===== config.mk =====
export PLATFORM = sky130hd
export DESIGN_NAME = icache_subsystem
export DESIGN_NICKNAME = d
export VERILOG_FILES = /design/src/icache_pkg.sv /design/src/icache_lru_if.sv /design/src/icache_lines.sv /design/src/icache_subsystem.sv /design/src/miss_fifo.sv /design/src/tree_plru.sv
export VERILOG_INCLUDE_DIRS = /design/src
export SDC_FILE = /design/constraint.sdc
export NUM_CORES = 2
export LEC_CHECK = 0
export ABC_AREA = 1
export BUFFER_PORTS_ARGS = -buffer_cell sky130_fd_sc_hd__clkbuf_2
export CAP_MARGIN = 20
export CELL_PAD_IN_SITES_DETAIL_PLACEMENT = 1
export CELL_PAD_IN_SITES_GLOBAL_PLACEMENT = 1
export CORE_MARGIN = 2
export CORE_UTILIZATION = 51
export DETAILED_ROUTE_END_ITERATION = 16
export GPL_TIMING_DRIVEN = 0
export PLACE_DENSITY = 0.95
export SLEW_MARGIN = 20
export SYNTH_ARGS = -nofsm -noshare
export SYNTH_HDL_FRONTEND = slang
export SYNTH_SLANG_ARGS = --single-unit

===== constraint.sdc =====
create_clock -name clock -period 21.1 [get_ports clock]
set_input_delay 2.11 -clock clock [delete_from_list [all_inputs] [get_ports clock]]
set_output_delay 2.11 -clock clock [all_outputs]
set_load 0.01 [all_outputs]

===== src/icache_params.svh =====
`ifndef ICACHE_PARAMS_SVH
`define ICACHE_PARAMS_SVH

// ---------------------------------------------------------------------------
// Cache geometry
// ---------------------------------------------------------------------------

// Fully associative lines, power of two for the PLRU tree
`define ICACHE_LINES 8

// Fetch address and block layout
`define ADDR_BITS 32
`define BLOCK_OFFSET_BITS 3
// Tag is addr[15:3], upper address bits expected zero
`define ITAG_BITS 13
`define MEM_BLOCK_BITS 64

// ---------------------------------------------------------------------------
// Memory side
// ---------------------------------------------------------------------------

// Tag zero means no transaction
`define MEM_TAG_BITS 4
// Outstanding miss entries, power of two so pointers wrap on their own
`define MSHR_DEPTH 16

`endif


===== src/icache_pkg.sv =====
`default_nettype none

`include "icache_params.svh"

package icache_pkg;

    // Fetch or memory request address
    typedef logic [`ADDR_BITS-1:0] i_addr_t;

    // Block tag, the address with offset and upper zero bits stripped
    typedef logic [`ITAG_BITS-1:0] itag_t;

    // Index of one cache line
    typedef logic [$clog2(`ICACHE_LINES)-1:0] line_idx_t;

    // One block of instruction data
    typedef logic [`MEM_BLOCK_BITS-1:0] mem_block_t;

    // Memory transaction tag, zero is no transaction
    typedef logic [`MEM_TAG_BITS-1:0] mem_tag_t;

    // Outstanding miss
    // mem_tag pairs the return with the block tag it fills
    typedef struct packed {
        logic     valid;
        mem_tag_t mem_tag;
        itag_t    i_tag;
    } mshr_entry_t;

endpackage

`default_nettype wire


===== src/icache_lru_if.sv =====
`timescale 1ns/1ps
`default_nettype none

interface icache_lru_if import icache_pkg::*; ();

    // Read hits, index 0 is the older fetch
    logic [1:0]      hit_valid;
    line_idx_t [1:0] hit_idx;

    // Line written by a memory fill
    logic            fill_valid;
    line_idx_t       fill_idx;

    // Line the tree would replace next
    line_idx_t       victim_idx;

    // Line store reports accesses and takes the victim
    modport store (
        output hit_valid, hit_idx, fill_valid, fill_idx,
        input  victim_idx
    );

    // Replacement policy only computes the victim
    modport policy (
        input  hit_valid, hit_idx, fill_valid, fill_idx,
        output victim_idx
    );

endinterface

`default_nettype wire


===== src/icache_lines.sv =====
`timescale 1ns/1ps
`default_nettype none

`include "icache_params.svh"

module icache_lines import icache_pkg::*; (
    input  logic              clock,
    input  logic              reset,

    // Fetch lookup with port 0 as the older instruction
    input  logic [1:0]        i_read_valid,
    input  itag_t [1:0]       i_read_tag,
    output logic [1:0]        o_hit_valid,
    output mem_block_t [1:0]  o_hit_data,

    // Presence check for the miss request path
    input  itag_t             i_snoop_tag,
    output logic              o_snoop_found,

    // Block returned from memory
    input  logic              i_fill_valid,
    input  itag_t             i_fill_tag,
    input  mem_block_t        i_fill_data,

    icache_lru_if.store       lru
);

    localparam int LINES = `ICACHE_LINES;

    // Valid, tag and data per line
    logic [LINES-1:0] line_valid;
    itag_t            line_tag  [LINES];
    mem_block_t       line_data [LINES];

    // One match vector per read port
    logic [LINES-1:0] read_match [2];
    line_idx_t [1:0]  hit_idx;

    logic [LINES-1:0] snoop_match;

    logic             free_found;
    line_idx_t        free_idx;
    line_idx_t        fill_idx;

    // ---------------------------------------------------------------------------
    // Tag match
    // ---------------------------------------------------------------------------

    // Tags are unique among valid lines, so at most one line matches
    always_comb begin
        for (int p = 0; p < 2; p++) begin
            read_match[p]  = '0;
            o_hit_valid[p] = 1'b0;
            o_hit_data[p]  = '0;
            hit_idx[p]     = '0;
            for (int i = 0; i < LINES; i++) begin
                if (i_read_valid[p] && line_valid[i] && line_tag[i] == i_read_tag[p]) begin
                    read_match[p][i] = 1'b1;
                    o_hit_valid[p]   = 1'b1;
                    o_hit_data[p]    = line_data[i];
                    hit_idx[p]       = line_idx_t'(i);
                end
            end
        end
    end

    // Snoop sees the same valid lines as the reads
    always_comb begin
        for (int i = 0; i < LINES; i++) begin
            snoop_match[i] = line_valid[i] && (line_tag[i] == i_snoop_tag);
        end
    end

    assign o_snoop_found = |snoop_match;

    // ---------------------------------------------------------------------------
    // Fill placement
    // ---------------------------------------------------------------------------

    // Descending scan leaves the lowest free line
    always_comb begin
        free_found = 1'b0;
        free_idx   = '0;
        for (int i = LINES - 1; i >= 0; i--) begin
            if (!line_valid[i]) begin
                free_found = 1'b1;
                free_idx   = line_idx_t'(i);
            end
        end
    end

    // Evict only once every line is taken
    assign fill_idx = free_found ? free_idx : lru.victim_idx;

    // Report accesses to the replacement tree
    assign lru.hit_valid  = o_hit_valid;
    assign lru.hit_idx    = hit_idx;
    assign lru.fill_valid = i_fill_valid;
    assign lru.fill_idx   = fill_idx;

    always_ff @(posedge clock) begin
        if (reset) begin
            line_valid <= '0;
        end else if (i_fill_valid) begin
            line_valid[fill_idx] <= 1'b1;
        end
    end

    always_ff @(posedge clock) begin
        if (i_fill_valid) begin
            line_tag[fill_idx]  <= i_fill_tag;
            line_data[fill_idx] <= i_fill_data;
        end
    end

    // Duplicate suppression upstream keeps each tag in one line,
    // so a read tag never matches two lines
    assert property (@(posedge clock) disable iff (reset)
        $onehot0(read_match[0]) && $onehot0(read_match[1]));

endmodule

`default_nettype wire


===== src/icache_subsystem.sv =====
`timescale 1ns/1ps
`default_nettype none

`include "icache_params.svh"

module icache_subsystem import icache_pkg::*; (
    input  logic             clock,
    input  logic             reset,

    // Fetch side, port 0 is the older instruction
    input  logic [1:0]       i_read_valid,
    input  i_addr_t [1:0]    i_read_addr,
    output logic [1:0]       o_hit_valid,
    output mem_block_t [1:0] o_hit_data,

    // Memory request
    output logic             o_mem_req_valid,
    output i_addr_t          o_mem_req_addr,
    input  logic             i_mem_req_accepted,
    input  mem_tag_t         i_mem_req_tag,

    // Memory return, nonzero tag marks data this cycle
    input  mem_tag_t         i_mem_data_tag,
    input  mem_block_t       i_mem_data
);

    itag_t [1:0]  read_tag;
    logic         miss_valid;
    itag_t        miss_tag;
    logic         found_cache;
    logic         found_mshr;
    mshr_entry_t  push_entry;
    logic         fill_valid;
    itag_t        fill_tag;

    icache_lru_if lru_bus ();

    // Strip the block offset, upper bits are assumed zero
    assign read_tag[0] = i_read_addr[0][`BLOCK_OFFSET_BITS +: `ITAG_BITS];
    assign read_tag[1] = i_read_addr[1][`BLOCK_OFFSET_BITS +: `ITAG_BITS];

    // ---------------------------------------------------------------------------
    // Miss request
    // ---------------------------------------------------------------------------

    // Older port first
    always_comb begin
        miss_valid = 1'b0;
        miss_tag   = read_tag[0];
        if (i_read_valid[0] && !o_hit_valid[0]) begin
            miss_valid = 1'b1;
        end else if (i_read_valid[1] && !o_hit_valid[1]) begin
            miss_valid = 1'b1;
            miss_tag   = read_tag[1];
        end
    end

    // Request only a block that is neither cached nor already in flight
    assign o_mem_req_valid = miss_valid && !found_cache && !found_mshr;

    always_comb begin
        o_mem_req_addr = '0;
        o_mem_req_addr[`BLOCK_OFFSET_BITS +: `ITAG_BITS] = miss_tag;
    end

    // Track the block once memory hands out a real tag
    always_comb begin
        push_entry         = '0;
        push_entry.valid   = o_mem_req_valid && i_mem_req_accepted && (i_mem_req_tag != '0);
        push_entry.mem_tag = i_mem_req_tag;
        push_entry.i_tag   = miss_tag;
    end

    icache_lines icache_lines_inst (
        .clock         (clock),
        .reset         (reset),
        .i_read_valid  (i_read_valid),
        .i_read_tag    (read_tag),
        .o_hit_valid   (o_hit_valid),
        .o_hit_data    (o_hit_data),
        .i_snoop_tag   (miss_tag),
        .o_snoop_found (found_cache),
        .i_fill_valid  (fill_valid),
        .i_fill_tag    (fill_tag),
        .i_fill_data   (i_mem_data),
        .lru           (lru_bus)
    );

    miss_fifo miss_fifo_inst (
        .clock          (clock),
        .reset          (reset),
        .i_snoop_tag    (miss_tag),
        .o_snoop_found  (found_mshr),
        .i_push         (push_entry),
        .i_mem_data_tag (i_mem_data_tag),
        .o_fill_valid   (fill_valid),
        .o_fill_tag     (fill_tag)
    );

    tree_plru tree_plru_inst (
        .clock (clock),
        .reset (reset),
        .lru   (lru_bus)
    );

endmodule

`default_nettype wire


===== src/miss_fifo.sv =====
`timescale 1ns/1ps
`default_nettype none

`include "icache_params.svh"

module miss_fifo import icache_pkg::*; (
    input  logic        clock,
    input  logic        reset,

    // Presence check for the miss request path
    input  itag_t       i_snoop_tag,
    output logic        o_snoop_found,

    // Entry for an accepted request, valid bit marks the push
    input  mshr_entry_t i_push,

    // Memory return and the fill it produces
    input  mem_tag_t    i_mem_data_tag,
    output logic        o_fill_valid,
    output itag_t       o_fill_tag
);

    localparam int DEPTH    = `MSHR_DEPTH;
    localparam int PTR_BITS = $clog2(DEPTH);

    mshr_entry_t         entries [DEPTH];
    logic [PTR_BITS-1:0] head;
    logic [PTR_BITS-1:0] tail;

    logic [DEPTH-1:0]    snoop_match;
    logic                pop;

    // Any outstanding block counts, not just the head
    always_comb begin
        for (int i = 0; i < DEPTH; i++) begin
            snoop_match[i] = entries[i].valid && (entries[i].i_tag == i_snoop_tag);
        end
    end

    assign o_snoop_found = |snoop_match;

    // ---------------------------------------------------------------------------
    // In-order retire
    // ---------------------------------------------------------------------------

    // Only the head may retire, a return out of order is dropped
    assign pop = (i_mem_data_tag != '0) && entries[head].valid &&
                 (entries[head].mem_tag == i_mem_data_tag);

    assign o_fill_valid = pop;
    assign o_fill_tag   = entries[head].i_tag;

    // Pointers wrap on their own since the depth is a power of two
    always_ff @(posedge clock) begin
        if (reset) begin
            head <= '0;
            tail <= '0;
            for (int i = 0; i < DEPTH; i++) begin
                entries[i] <= '0;
            end
        end else begin
            if (pop) begin
                entries[head].valid <= 1'b0;
                head                <= head + 1'b1;
            end
            // Push after pop, so a full queue refilling its head slot keeps the new entry
            if (i_push.valid) begin
                entries[tail] <= i_push;
                tail          <= tail + 1'b1;
            end
        end
    end

    // Tag space must never outrun the queue depth
    assert property (@(posedge clock) disable iff (reset)
        i_push.valid |-> (!entries[tail].valid || (pop && head == tail)));

endmodule

`default_nettype wire


===== src/tree_plru.sv =====
`timescale 1ns/1ps
`default_nettype none

`include "icache_params.svh"

module tree_plru import icache_pkg::*; (
    input logic          clock,
    input logic          reset,
    icache_lru_if.policy lru
);

    localparam int LINES     = `ICACHE_LINES;
    localparam int NODES     = LINES - 1;
    localparam int IDX_BITS  = $clog2(LINES);
    // Heap numbering covers nodes and leaves, up to 2*LINES-2
    localparam int NODE_BITS = $clog2(2 * LINES);
    // Select width into the node vector itself
    localparam int SEL_BITS  = $clog2(NODES);

    // Node bit 0 points left as the colder side, 1 points right
    logic [NODES-1:0] plru_tree;
    logic [NODES-1:0] plru_next;

    // Per-access path masks and the values written along them
    logic [NODES-1:0] new_mask;
    logic [NODES-1:0] new_val;
    logic [NODES-1:0] old_mask;
    logic [NODES-1:0] old_val;
    logic [NODES-1:0] fill_mask;
    logic [NODES-1:0] fill_val;

    logic [NODE_BITS-1:0] walk_node;

    // ---------------------------------------------------------------------------
    // Path from one leaf up to the root
    // ---------------------------------------------------------------------------

    // Each ancestor is turned away from the touched leaf.
    // A left child has an odd heap index, so its parent becomes 1
    function automatic void touch_path(
        input  line_idx_t        idx,
        input  logic             valid,
        output logic [NODES-1:0] mask,
        output logic [NODES-1:0] val
    );
        logic [NODE_BITS-1:0] node;
        logic [NODE_BITS-1:0] parent;
        mask = '0;
        val  = '0;
        node = NODE_BITS'(NODES) + NODE_BITS'(idx);
        for (int lvl = 0; lvl < IDX_BITS; lvl++) begin
            parent = (node - 1'b1) >> 1;
            if (valid) begin
                mask[SEL_BITS'(parent)] = 1'b1;
                val[SEL_BITS'(parent)]  = node[0];
            end
            node = parent;
        end
    endfunction

    // All three accesses resolved side by side
    always_comb begin
        touch_path(lru.hit_idx[1], lru.hit_valid[1], new_mask, new_val);
        touch_path(lru.hit_idx[0], lru.hit_valid[0], old_mask, old_val);
        touch_path(lru.fill_idx, lru.fill_valid, fill_mask, fill_val);
    end

    // ---------------------------------------------------------------------------
    // Merge per node
    // ---------------------------------------------------------------------------

    // Newer read wins, then older read, then the fill
    always_comb begin
        for (int i = 0; i < NODES; i++) begin
            if (new_mask[i]) begin
                plru_next[i] = new_val[i];
            end else if (old_mask[i]) begin
                plru_next[i] = old_val[i];
            end else if (fill_mask[i]) begin
                plru_next[i] = fill_val[i];
            end else begin
                plru_next[i] = plru_tree[i];
            end
        end
    end

    // ---------------------------------------------------------------------------
    // Victim walk
    // ---------------------------------------------------------------------------

    // Follow node bits from the root down to a leaf
    always_comb begin
        walk_node = '0;
        for (int lvl = 0; lvl < IDX_BITS; lvl++) begin
            if (plru_tree[SEL_BITS'(walk_node)]) begin
                walk_node = (walk_node << 1) + NODE_BITS'(2);
            end else begin
                walk_node = (walk_node << 1) + NODE_BITS'(1);
            end
        end
    end

    // Leaf heap index minus node count is the line
    assign lru.victim_idx = IDX_BITS'(walk_node - NODE_BITS'(NODES));

    always_ff @(posedge clock) begin
        if (reset) begin
            plru_tree <= '0;
        end else begin
            plru_tree <= plru_next;
        end
    end

endmodule

`default_nettype wire

==> flow_summary.json, run 1 <==
{
  "cts_buffers": 104,
  "hold_buffers": 0,
  "grt_max_degree": 27,
  "clk_root_buffer_cell": "clkbuf_16",
  "lastStage": "global routing",
  "place_area_sq_um": 58580,
  "netlist_instances": 6731,
  "outcome": "stopped before the end",
  "clk_path_buf_depth": 3,
  "cts_sinks": 931,
  "antenna_found_initial": 67,
  "error": "[ERROR GRT-0232] Routing congestion too high. Check the congestion heatmap in the GUI.",
  "place.gp.congestion": 1.086,
  "cts-resized-gates": 0,
  "synth_seq_cells": 931,
  "yosys_warnings": 0,
  "postCtsSetupBuffers": 0,
  "synthFlopType": "edfxtp_1",
  "gr-usage-all-layers_pct": 78.80,
  "async_reset_ff_share_pct": 0,
  "syn-cell-area_sq_um": 54870,
  "rows": 120,
  "cts_htree_levels": 3,
  "ys_seq_area_share_pct": 50.46,
  "post-place-ws_ns": 10.61,
  "overflow": 111,
  "synth.distinct_cells": 57,
  "die_y_microns": 332.0,
  "fp.dieW_microns": 332.0,
  "dpl.hpwl_microns": 228500,
  "pin_count": 304,
  "start_util_pct": 51.33,
  "port_buffers": 228,
  "syn_area_per_cell_sq_um": 8.152,
  "synth_edf_count": 904
}
## layer usage
metal	GRT overflow	track usage, %
met5	0	46.46
met2	43	91.01
met1	3	80.07
met3	5	67.73
met4	60	74.65
## stage by stage
step	instances	util [%]	hold slack [ns]
after floorplan	6749	-	0.5035
after CTS	8615	58.18	0.6622
after detailed placement	8419	54.80	0.6053
after global placement	8380	54.10	0.5226
## cells in the mapped netlist, drive strengths merged, types with 21 or more instances
| cell type | n | area share, % |
|---|---|---|
| o21ai | 636 | 5.8 |
| nor3 | 31 | 0.28 |
| a21oi | 130 | 1.2 |
| nor4 | 26 | 0.32 |
| xor2 | 22 | 0.35 |
| nor2 | 717 | 5.0 |
| o2111ai | 128 | 2.0 |
| o221ai | 124 | 2.0 |
| o211ai | 287 | 3.9 |
| ha | 21 | 0.48 |
| nand4 | 133 | 1.5 |
| clkbuf | 276 | 1.9 |
| dfxtp | 27 | 0.99 |
| buf | 174 | 1.9 |
| inv | 851 | 5.8 |
| nand3 | 349 | 3.3 |
| edfxtp | 904 | 49 |
| nand2 | 1791 | 12 |
## cells by family after synthesis
family          count (synthesis)  synth area share (%)
fa+ha+maj                      21                0.4789
xor+xnor                       33                0.5267
buf+inv                      1312                 9.721
flops                         931                 50.46
other cells                     1              0.006834
compound gates               1366                 15.75
simple gates                 3067                 23.05
==> run 2, diff against run 1 <==
--- a/config.mk
+++ b/config.mk
@@ -9,13 +9,11 @@
 export ABC_AREA = 1
 export BUFFER_PORTS_ARGS = -buffer_cell sky130_fd_sc_hd__clkbuf_2
 export CAP_MARGIN = 20
-export CELL_PAD_IN_SITES_DETAIL_PLACEMENT = 1
-export CELL_PAD_IN_SITES_GLOBAL_PLACEMENT = 1
 export CORE_MARGIN = 2
-export CORE_UTILIZATION = 51
+export CORE_UTILIZATION = 40
 export DETAILED_ROUTE_END_ITERATION = 16
 export GPL_TIMING_DRIVEN = 0
-export PLACE_DENSITY = 0.95
+export PLACE_DENSITY_LB_ADDON = 0.15
 export SLEW_MARGIN = 20
 export SYNTH_ARGS = -nofsm -noshare
 export SYNTH_HDL_FRONTEND = slang
==> run 2 against run 1 <==
Compared with the run above: the flow now finishes without violations; area after synthesis unchanged; synthesized cell count unchanged.
==> flow_summary.json, run 2 <==
{
  "vias": 55550,
  "synthFlopType": "edfxtp_1",
  "syn_area_per_cell_sq_um": 8.152,
  "first_global_vias": 51050,
  "cpPeakStageDelay_ns": 0.80,
  "slew_violations": 0,
  "netlist_instances": 6731,
  "via_per_inst": 6.166,
  "route.detailed.drc": 0,
  "postCtsSetupBuffers": 0,
  "drive_above_1_share_pct": 9.501,
  "multiInputGateArea_sq_um": 22010,
  "worst_r2r_path_depth": 29,
  "cts_tree": "done",
  "overflow": 0,
  "drt-total-wl_microns": 296900,
  "ff2ff_setup_slack_ns": 12.80,
  "dpl.hpwl_microns": 216500,
  "rsz0062_at_grt": "no",
  "power.density_nw_per_um2": 72.20,
  "synth.distinct_cells": 57,
  "holdCritPathClass": "flop to flop",
  "die_area_sq_um": 140200,
  "drv_cap": 0,
  "ant_nets": 0,
  "criticalPathCategory": "input pin to output pin",
  "syn_to_final_growth_pct": 14.44,
  "clk_path_buf_depth": 3,
  "die_y_microns": 374.4,
  "max-vdd-ir-drop_uv": 81.56,
  "final.setup.tns_ns": 0,
  "worst-path-max-fanout": 10,
  "grt_max_degree": 27,
  "whs_path_depth": 2,
  "period_share_pct": 54.37,
  "setup_viol": 0,
  "pin_count": 304,
  "startpoint": "i_read_addr[36]",
  "clk_pin_slew_ns": 0.06,
  "clock_latency_ns": 0.77,
  "cts-resized-gates": 0,
  "nets": 7295,
  "synth_edf_count": 904,
  "nFillCells": 13400,
  "regArea_sq_um": 27690,
  "required_ns": 18.99,
  "top_regs": "icache_lines_inst.line_data: 512 flops, miss_fifo_inst.entries: 288 flops, icache_lines_inst.line_tag: 104 flops",
  "crit_end": "o_mem_req_valid",
  "synth_top_area_share_pct": 49.47,
  "async_reset_ff_share_pct": 0,
  "total_leakage_power_nw": 26.27,
  "yosys_warnings": 0,
  "wl_per_cell_microns": 32.96,
  "cts_htree_levels": 3,
  "port_buffers": 228,
  "r2r-end": "miss_fifo_inst.entries[3][7]$_SDFFCE_PN0P_",
  "hold_buffers": 0,
  "largest_reg_flops": 512,
  "critPathCaptureType": "output pin",
  "synth_area_leaders": "edfxtp_1 (49%), nand2_1 (12%), o21ai_0 (5.7%)",
  "yosysMostFrequentCell": "nand2_1",
  "synth_common_cells": "nand2_1 (1,767), edfxtp_1 (904), inv_1 (824), nor2_1 (703), o21ai_0 (622)",
  "regMostFlops": "icache_lines_inst.line_data",
  "startpoint_type": "input pin",
  "core_sq_um": 135800,
  "slew_headroom_pct": 17.92,
  "whs_ns": 0.5412,
  "ys_seq_area_share_pct": 50.46,
  "critical_path.most_common_cell": "nand2_1",
  "gr-usage-all-layers_pct": 41.09,
  "clk_root_buffer_cell": "clkbuf_16",
  "finClkSkew_ns": 0.05288,
  "final_cell_mix": "nand2_1 (1,763), edfxtp_1 (904), inv_1 (824)",
  "mostFrequentLayoutCell": "nand2_1",
  "yosysTopAreaCell": "edfxtp_1",
  "cts_buffers": 107,
  "fmax_mhz": 87.17,
  "first_iter_violations": 9484,
  "reg2reg_from": "icache_lines_inst.line_tag[7][9]$_DFFE_PP_",
  "grt_pass1_wl_microns": 402900,
  "drtPass1Iterations": 8,
  "finalCriticalPeriod_ns": 11.47,
  "arrival_ns": 9.36,
  "fp.dieW_microns": 374.4,
  "synth_seq_cells": 931,
  "start_util_pct": 40.40,
  "max_slew.worst_pin.slew_ns": 1.231,
  "place.gp.congestion": 1.039,
  "crit_slowest_cell": "nor2_1",
  "cts_sinks": 931,
  "antenna_found_initial": 26,
  "outcome": "completed",
  "rows": 135,
  "hold_violations": 0,
  "syn-cell-area_sq_um": 54870
}
==> run 2: cell counts after synthesis <==
Identical to the previous run, type by type.
==> run 2: how the worst min path moves through the flow <==
stage,to,slack (ns),start
after floorplan,miss_fifo_inst.tail[2]$_SDFFE_PP0P_,0.50,miss_fifo_inst.tail[2]$_SDFFE_PP0P_
after global placement,miss_fifo_inst.tail[2]$_SDFFE_PP0P_,0.53,miss_fifo_inst.tail[2]$_SDFFE_PP0P_
after detailed placement,miss_fifo_inst.tail[2]$_SDFFE_PP0P_,0.54,miss_fifo_inst.tail[2]$_SDFFE_PP0P_
after CTS,miss_fifo_inst.tail[2]$_SDFFE_PP0P_,0.55,miss_fifo_inst.tail[2]$_SDFFE_PP0P_
after global routing,miss_fifo_inst.tail[2]$_SDFFE_PP0P_,0.60,miss_fifo_inst.tail[2]$_SDFFE_PP0P_
final,miss_fifo_inst.tail[2]$_SDFFE_PP0P_,0.54,miss_fifo_inst.tail[2]$_SDFFE_PP0P_
==> run 2: logic make-up (layout without fill, tap and decap cells) <==
logic type / count (synthesis) / after routing / synth area share, %
simple gates: 3067 / 3067 / 23.05
other cells: 1 / 26 / 0.006834
fa+ha+maj: 21 / 21 / 0.4789
compound gates: 1366 / 1366 / 15.75
xor+xnor: 33 / 33 / 0.5267
buf+inv: 1312 / 1783 / 9.721
flops: 931 / 931 / 50.46
==> run 2: through the flow <==
| step | util, % | power (W) | std cells | setup WS (ns) | cell area, sq um |
|---|---|---|---|---|---|
| after global placement | 42.93 | 0.002604 | 8758 | 4.088 | 58310 |
| after detailed placement | 43.59 | 0.002604 | 8803 | 10.41 | 59190 |
| final | 46.24 | 0.004534 | 9008 | 9.629 | 62790 |
| after global routing | 46.23 | 0.004604 | 9002 | 10.00 | 62780 |
| after floorplan | - | 0.002338 | 6749 | 12.14 | 54940 |
| after CTS | 46.20 | 0.004493 | 8999 | 10.39 | 62750 |
==> run 2: layer usage <==
layer / wire [microns] / vias to the layer above / GRT usage (%)
li1: - / 23810 / -
met5: 205 / - / 0
met4: 15340 / 18 / 18.36
met1: 119400 / 26780 / 57.01
met3: 40330 / 737 / 12.61
met2: 121600 / 4204 / 58.65
==> run 2: worst max-delay path: cells and delay by family <==
kind	cells	cell delay, ns
buffers and inverters	5	2.08
and+or+nand+nor	22	5.10
==> run 2: area by class of cell <==
class	count	share of cell area, %
diodes	7	0.02790
well taps	1781	3.549
plain buffers	450	3.352
multi-input cells	4506	35.06
clock inverters	65	1.152
flip-flops and latches	931	44.09
clock buffers	131	4.503
inverters	862	5.157
repair buffers	275	3.110
==> run 2: power breakdown <==
group / switching (W) / internal (W) / leakage (nW)
sequential: 0.0000246 / 0.00206 / 8.74
combinational: 0.000415 / 0.0000997 / 15.8
clock: 0.000842 / 0.00109 / 1.73
total: 0.00128 / 0.00325 / 26.3
Power figures use the tool's default switching activity.
